<file path="config.mk">
export PLATFORM = sky130hd
export DESIGN_NAME = rvv_alu
export DESIGN_NICKNAME = d
export VERILOG_FILES = /design/src/logic/rvv_alu_pkg.sv /design/src/logic/alu_rs_fifo.sv /design/src/logic/alu_issue_ctrl.sv /design/src/logic/alu_unit.sv /design/src/logic/rvv_alu.sv
export SDC_FILE = /design/constraint.sdc
export NUM_CORES = 2
export LEC_CHECK = 0
export ABC_AREA = 0
export BUFFER_PORTS_ARGS = -buffer_cell sky130_fd_sc_hd__buf_2
export CORE_ASPECT_RATIO = 1.75
export CORE_MARGIN = 3
export CORE_UTILIZATION = 28
export DETAILED_ROUTE_END_ITERATION = 10
export SYNTH_ARGS = -nofsm -noshare
export SYNTH_HDL_FRONTEND = slang
export SYNTH_SLANG_ARGS = --single-unit
</file>
<file path="constraint.sdc">
create_clock -name clk -period 13.45 [get_ports clk]
set_input_delay 0 -clock clk [delete_from_list [all_inputs] [get_ports clk]]
set_output_delay 0 -clock clk [all_outputs]
set_load 0.03 [all_outputs]
</file>
<file path="src/logic/rvv_alu_pkg.sv">
/*
  Shared widths, enums and micro-op structs for the vector ALU stage.
  The queue depth must stay a power of two because the pointers wrap freely.
  Operand data travel inside the micro-op; there is no register file read.
*/

package rvv_alu_pkg;

  // the control logic is written for exactly two issue slots
  localparam int NUM_ALU_UOP = 2;

  // operand and result slice of one vector register
  localparam int VLEN_SLICE = 64;

  // reservation station
  localparam int RS_DEPTH = 8;
  localparam int RS_PTR_W = $clog2(RS_DEPTH);
  localparam int RS_CNT_W = RS_PTR_W + 1;

  // tag that identifies the rob slot of a micro-op
  localparam int ROB_ENTRY_W = 4;

  typedef enum logic [2:0] {
    op_add  = 3'd0,
    op_sub  = 3'd1,
    op_and  = 3'd2,
    op_or   = 3'd3,
    op_xor  = 3'd4,
    op_minu = 3'd5,
    op_maxu = 3'd6,
    op_sll  = 3'd7
  } alu_op_e;

  // code 2'd3 is not named and falls back to 32-bit elements
  typedef enum logic [1:0] {
    sew_8  = 2'd0,
    sew_16 = 2'd1,
    sew_32 = 2'd2
  } sew_e;

  // one micro-op as it sits in the queue (137 bits)
  typedef struct packed {
    logic [ROB_ENTRY_W-1:0] rob_entry;
    alu_op_e                op;
    sew_e                   sew;
    logic [VLEN_SLICE-1:0]  vs2_data;
    logic [VLEN_SLICE-1:0]  vs1_data;
  } alu_uop_t;

  // one result going to the rob (68 bits)
  typedef struct packed {
    logic [ROB_ENTRY_W-1:0] rob_entry;
    logic [VLEN_SLICE-1:0]  vd_data;
  } alu_result_t;

endpackage

</file>
<file path="src/logic/alu_rs_fifo.sv">
/*
  In-order reservation station queue, one push and up to two pops per cycle.
  A push while full is dropped. Pops must never exceed the held entries;
  the issue control guarantees that through the slot valids.
*/

`timescale 1ns/1ps

module alu_rs_fifo
  import rvv_alu_pkg::*;
(
  input  logic                         clk,
  input  logic                         rst,
  input  logic                         push,
  input  alu_uop_t                     push_uop,
  input  logic     [NUM_ALU_UOP-1:0]   pop,
  output alu_uop_t [NUM_ALU_UOP-1:0]   head_uop,
  output logic                         rs_empty,
  output logic                         rs_1left,
  output logic                         rs_full
);

  alu_uop_t            mem [RS_DEPTH];

  logic [RS_PTR_W-1:0] wr_ptr;
  logic [RS_PTR_W-1:0] rd_ptr;
  logic [RS_PTR_W-1:0] rd_ptr_next;
  logic [RS_CNT_W-1:0] count;

  logic                do_push;
  logic [1:0]          pop_cnt;

  assign do_push = push && !rs_full;

  // pop[1] only ever comes with pop[0], so this is 0, 1 or 2
  assign pop_cnt = {1'b0, pop[0]} + {1'b0, pop[1]};

  // second oldest entry wraps with the pointer width
  assign rd_ptr_next = rd_ptr + RS_PTR_W'(1);

  // payload storage
  always_ff @(posedge clk)
  begin
    if (do_push)
    begin
      mem[wr_ptr] <= push_uop;
    end
  end

  always_ff @(posedge clk)
  begin
    if (rst)
    begin
      wr_ptr <= '0;
      rd_ptr <= '0;
      count  <= '0;
    end
    else
    begin
      if (do_push)
      begin
        wr_ptr <= wr_ptr + RS_PTR_W'(1);
      end
      rd_ptr <= rd_ptr + RS_PTR_W'(pop_cnt);
      count  <= count + RS_CNT_W'(do_push) - RS_CNT_W'(pop_cnt);
    end
  end

  // two oldest entries go straight to the ALU units
  assign head_uop[0] = mem[rd_ptr];
  assign head_uop[1] = mem[rd_ptr_next];

  // fill flags from the occupancy count
  assign rs_empty = (count == '0);
  assign rs_1left = (count == RS_CNT_W'(1));
  assign rs_full  = (count == RS_CNT_W'(RS_DEPTH));

endmodule

</file>
<file path="src/logic/alu_issue_ctrl.sv">
/*
  Slot valids and in-order pop control for the two ALU slots.
  Slot 1 retires only in a cycle where slot 0 retires as well.
*/

`timescale 1ns/1ps

module alu_issue_ctrl
  import rvv_alu_pkg::*;
(
  input  logic                   rs_empty,
  input  logic                   rs_1left,
  input  logic [NUM_ALU_UOP-1:0] result_valid,
  input  logic [NUM_ALU_UOP-1:0] result_ready,
  output logic [NUM_ALU_UOP-1:0] uop_valid,
  output logic [NUM_ALU_UOP-1:0] pop
);

  logic slot0_taken;
  logic slot1_taken;

  // slot 0 needs one entry, slot 1 needs at least two
  assign uop_valid[0] = !rs_empty;
  assign uop_valid[1] = !rs_empty && !rs_1left;

  // handshake per slot with the rob
  assign slot0_taken = result_valid[0] && result_ready[0];
  assign slot1_taken = result_valid[1] && result_ready[1];

  // slot 1 is chained onto slot 0 to keep retirement in order
  assign pop[0] = slot0_taken;
  assign pop[1] = slot0_taken && slot1_taken;

endmodule

</file>
<file path="src/logic/alu_unit.sv">
/*
  Combinational vector ALU for one 64-bit slice, 8, 16 or 32-bit elements.
  Add and subtract wrap per element, min and max compare unsigned.
  Shift left uses the low bits of the vs1 element, masked to the width.
  No masking or tail handling; every element is written.
*/

`timescale 1ns/1ps

module alu_unit
  import rvv_alu_pkg::*;
(
  input  logic        uop_valid,
  input  alu_uop_t    uop,
  output logic        result_valid,
  output alu_result_t result
);

  logic [VLEN_SLICE-1:0] vs2;
  logic [VLEN_SLICE-1:0] vs1;

  // one candidate result per element width
  logic [VLEN_SLICE-1:0] res_e8;
  logic [VLEN_SLICE-1:0] res_e16;
  logic [VLEN_SLICE-1:0] res_e32;
  logic [VLEN_SLICE-1:0] vd;

  // single element op on zero-extended operands
  // mask keeps the element width
  // sh_mask limits the shift amount
  function automatic logic [31:0] elem_op(
    input alu_op_e     op,
    input logic [31:0] a,
    input logic [31:0] b,
    input logic [31:0] mask,
    input logic [4:0]  sh_mask
  );
    logic [4:0]  sh;
    logic [31:0] res;
    sh = b[4:0] & sh_mask;
    case (op)
      op_add:  res = a + b;
      op_sub:  res = a - b;
      op_and:  res = a & b;
      op_or:   res = a | b;
      op_xor:  res = a ^ b;
      op_minu: res = (a < b) ? a : b;
      op_maxu: res = (a > b) ? a : b;
      op_sll:  res = a << sh;
      default: res = '0;
    endcase
    return res & mask;
  endfunction

  assign vs2 = uop.vs2_data;
  assign vs1 = uop.vs1_data;

  // eight byte lanes
  always_comb
  begin
    logic [31:0] tmp;
    tmp    = '0;
    res_e8 = '0;
    for (int i = 0; i < VLEN_SLICE / 8; i++)
    begin
      tmp = elem_op(uop.op,
                    {24'b0, vs2[i*8 +: 8]},
                    {24'b0, vs1[i*8 +: 8]},
                    32'h0000_00ff,
                    5'd7);
      res_e8[i*8 +: 8] = tmp[7:0];
    end
  end

  // four halfword lanes
  always_comb
  begin
    logic [31:0] tmp;
    tmp     = '0;
    res_e16 = '0;
    for (int i = 0; i < VLEN_SLICE / 16; i++)
    begin
      tmp = elem_op(uop.op,
                    {16'b0, vs2[i*16 +: 16]},
                    {16'b0, vs1[i*16 +: 16]},
                    32'h0000_ffff,
                    5'd15);
      res_e16[i*16 +: 16] = tmp[15:0];
    end
  end

  // two word lanes
  always_comb
  begin
    res_e32 = '0;
    for (int i = 0; i < VLEN_SLICE / 32; i++)
    begin
      res_e32[i*32 +: 32] = elem_op(uop.op,
                                    vs2[i*32 +: 32],
                                    vs1[i*32 +: 32],
                                    32'hffff_ffff,
                                    5'd31);
    end
  end

  // the unnamed sew code picks the 32-bit lanes
  always_comb
  begin
    case (uop.sew)
      sew_8:   vd = res_e8;
      sew_16:  vd = res_e16;
      default: vd = res_e32;
    endcase
  end

  // the result is ready in the same cycle the uop shows up
  assign result_valid     = uop_valid;
  assign result.rob_entry = uop.rob_entry;
  assign result.vd_data   = vd;

endmodule

</file>
<file path="src/logic/rvv_alu.sv">
/*
  Vector ALU execute stage: reservation station, issue control, two ALUs.
  Results go to the rob with one valid/ready pair per slot. Slot 1 counts
  as taken only when slot 0 is taken in the same cycle.
*/

`timescale 1ns/1ps

module rvv_alu
  import rvv_alu_pkg::*;
(
  input  logic                           clk,
  input  logic                           rst,
  input  logic                           push,
  input  alu_uop_t                       push_uop,
  output logic                           rs_full,
  output logic        [NUM_ALU_UOP-1:0]  result_valid,
  output alu_result_t [NUM_ALU_UOP-1:0]  result,
  input  logic        [NUM_ALU_UOP-1:0]  result_ready
);

  alu_uop_t [NUM_ALU_UOP-1:0] head_uop;
  logic                       rs_empty;
  logic                       rs_1left;
  logic     [NUM_ALU_UOP-1:0] uop_valid;
  logic     [NUM_ALU_UOP-1:0] pop;

  alu_rs_fifo u_rs_fifo (
    .clk      (clk),
    .rst      (rst),
    .push     (push),
    .push_uop (push_uop),
    .pop      (pop),
    .head_uop (head_uop),
    .rs_empty (rs_empty),
    .rs_1left (rs_1left),
    .rs_full  (rs_full)
  );

  alu_issue_ctrl u_issue_ctrl (
    .rs_empty     (rs_empty),
    .rs_1left     (rs_1left),
    .result_valid (result_valid),
    .result_ready (result_ready),
    .uop_valid    (uop_valid),
    .pop          (pop)
  );

  // one ALU per head slot
  for (genvar i = 0; i < NUM_ALU_UOP; i++)
  begin : g_alu_unit
    alu_unit u_alu_unit (
      .uop_valid    (uop_valid[i]),
      .uop          (head_uop[i]),
      .result_valid (result_valid[i]),
      .result       (result[i])
    );
  end

endmodule

</file>
==> results.toml <==
[outcome]
status = "finished, violations left"
violations = "capacitance limit, slew limit"

[synthesis]
synthCells = 9303
avgSynthCellArea_um2 = 10.3
syn_area_um2 = 95900
seq_area_frac_synth_pct = 34.5
ys_types = 117
async_reset_ff_share_pct = 0
synth_edf_count = 1096
syn_nets = 9889
yosysWarningCount = 0
synthFlopType = "edfxtp_1"
synth-seq-cells = 1106

[hold_path]
hold_path.class = "in2reg"
hold_end = "u_rs_fifo.mem[6][30]"
hold_depth = 2
hold_start = "push_uop[30]"

[place]
dp.cells = 13824
place_congestion = 1.07
place.port_buffers = 280
dpl.hpwl_mm = 366

[cts]
clkLatencyLatePin_ns = 0.70
cts_setup_buffers = 0
cts.htree.levels = 3
clkSlewWorstSetupHoldPaths_ns = 0.08
clock_path_buffers = 3
clockRootBuffer = "clkbuf_16"
cts_resized = 0
clkSinkCount = 1106
cts_tree = "yes"
cts_buffers = 90

[finish]
fill_cells = 34810
mostFrequentLayoutCells = "edfxtp_1 (1096), a21oi_1 (838), nand2_1 (730)"
drive_gt1_share_pct = 18.1
nets = 10097
synthToLayoutAreaGrowth_pct = 12.6
fin_util_pct = 31.7
fin_cells = 14221
final_common_cell = "edfxtp_1"

[global_routing]
grt_pass1_wl_mm = 700
antenna_found_initial = 145
grt_max_degree = 110
grt_pass1_vias = 87592
overflow = 0
track_usage_pct = 28.3

[timing]
rsz0062_at_grt = "false"
maxSlewViolCount = 2
min_period_ns = 9.83
hold_ws_ns = 0.116
setup_viol = 0
hold_viol_final = 0
worst_pin_slew_ns = 1.54
finalCritPeriodShare_pct = 73.1
fmax_mhz = 102
skew_ns = 0.0382
tns_ns = 0
relSlewSlack_pct = -3.00

[worst_setup_path]
worstPathArrival_ns = 9.83
regToRegSetupSlack_ns = 8.69
worstReg2RegStart = "u_rs_fifo.count[2]"
critical_path.max_fanout = 92
crit_type = "reg2out"
timing.rr.end = "u_rs_fifo.mem[7][59]"
end_kind = "output port"
crit_required_ns = 13.45
start_kind = "register"
reg2regPathDepth = 9

[flow_run]
max_cap_violations = 3

[route]
drcViolationCount = 0
via_count = 90174
wire_per_inst_um = 35.8
viasPerCell = 6.34
ant_nets = 0
drt_pass1_iterations = 11
drt_iter0_drc = 11845
finalWirelength_mm = 509

[floorplanning]
fp-row-count = 283
die_y_um = 780
core_um2 = 340000
die_x_um = 448
ios = 281
initial_utilization_pct = 28.2
die_area_um2 = 350000
cell type report:
class | instances | area (µm²) | area share (%)
Antenna cell | 74 | 185 | 0.171
Sequential cell | 1106 | 33100 | 30.7
Multi-Input combinational cell | 7064 | 58200 | 53.9
Clock inverter | 64 | 806 | 0.746
Inverter | 433 | 1630 | 1.51
Timing Repair Buffer | 816 | 5960 | 5.52
Tap cell | 4560 | 5710 | 5.28
Clock buffer | 104 | 2330 | 2.15
state kept, by name, indices dropped and copies added, names as in the netlist:
signal,cells
u_rs_fifo.count,4
u_rs_fifo.wr_ptr,3
u_rs_fifo.rd_ptr,3
u_rs_fifo.mem,1096
metal layers:
| layer | track usage [%] | wire length, µm |
|---|---|---|
| met4 | 26.0 | 60200 |
| met3 | 7.54 | 47700 |
| met2 | 45.6 | 234000 |
| met1 | 29.9 | 166000 |
| met5 | 0 | 584 |
metrics by stage:
step | setup WS (ns) | cell area, µm²
final | 3.62 | 108000
after global placement | 5.26 | 103000
after detailed placement | 5.20 | 103000
after CTS | 4.45 | 108000
after global routing | 3.32 | 108000
after floorplan | 2.15 | 95900
critical path, stage by stage, from the launching register on:
cell      delay [ns]
dfxtp_4         0.43
buf_12          0.52
buf_12          0.55
mux4_2          0.59
nand2_1         0.08
nand2_1         0.26
inv_1           0.28
ha_1            0.45
nor4_1          0.98
nand2_1         0.29
o21ai_0         1.13
nor2_1          0.20
o21ai_0         0.90
a222oi_1        0.18
o221a_2         0.31
a21oi_1         1.08
buf_2           0.39
how the worst max path moves through the flow:
| stage | to | slack [ns] | from | cells past startpoint |
|---|---|---|---|---|
| 2_1_floorplan | u_rs_fifo.mem[0][0] | 2.15 | u_rs_fifo.count[2] | 7 |
| 3_3_place_gp | result[106] | 5.26 | u_rs_fifo.rd_ptr[0] | 18 |
| 3_5_place_dp | result[106] | 5.20 | u_rs_fifo.rd_ptr[0] | 18 |
| 4_1_cts | result[106] | 4.45 | u_rs_fifo.rd_ptr[0] | 18 |
| 5_1_grt | result[6] | 3.32 | u_rs_fifo.rd_ptr[1] | 18 |
| 6_report | result[6] | 3.62 | u_rs_fifo.rd_ptr[1] | 16 |
repair_timing:
action / 4_1_cts / 5_1_grt
hold buffers: 142 / 0
hold endpoints to repair: 1106 / 0
setup endpoints to repair: 0 / 0
cells in the mapped netlist, types with 99 or more instances:
master / instances / area share, %
a221oi_1: 111 / 1.0
nor3_1: 124 / 0.65
o211ai_1: 144 / 1.1
a211oi_1: 142 / 1.1
clkbuf_1: 328 / 1.3
nand2_1: 734 / 2.9
o221ai_1: 135 / 1.2
nor2_1: 713 / 2.8
xnor2_1: 289 / 2.6
a22oi_1: 121 / 0.95
o22ai_1: 175 / 1.1
mux4_2: 526 / 12
mux2i_1: 513 / 5.4
buf_2: 177 / 0.92
edfxtp_1: 1096 / 34
ha_1: 410 / 5.3
a21oi_1: 841 / 4.4
mux2_2: 103 / 1.2
inv_1: 368 / 1.4
o21bai_1: 99 / 0.77
o21ai_0: 578 / 3.0
kinds of logic after synthesis:
group                      count (synthesis)  share of synthesized area (%)
AOI/OAI and AO/OA                       3038                           20.8
adders and majority gates                444                           6.06
xor gates and xnor gates                 321                           2.95
and+or+nand+nor                         2002                           9.10
muxes                                   1259                           21.1
DFF                                     1106                           34.5
buffers and inverters                   1133                           5.44
Power is left out: the tool's default activity adds up to more than one toggle a clock period on the data nets, which glitch-free logic cannot reach.
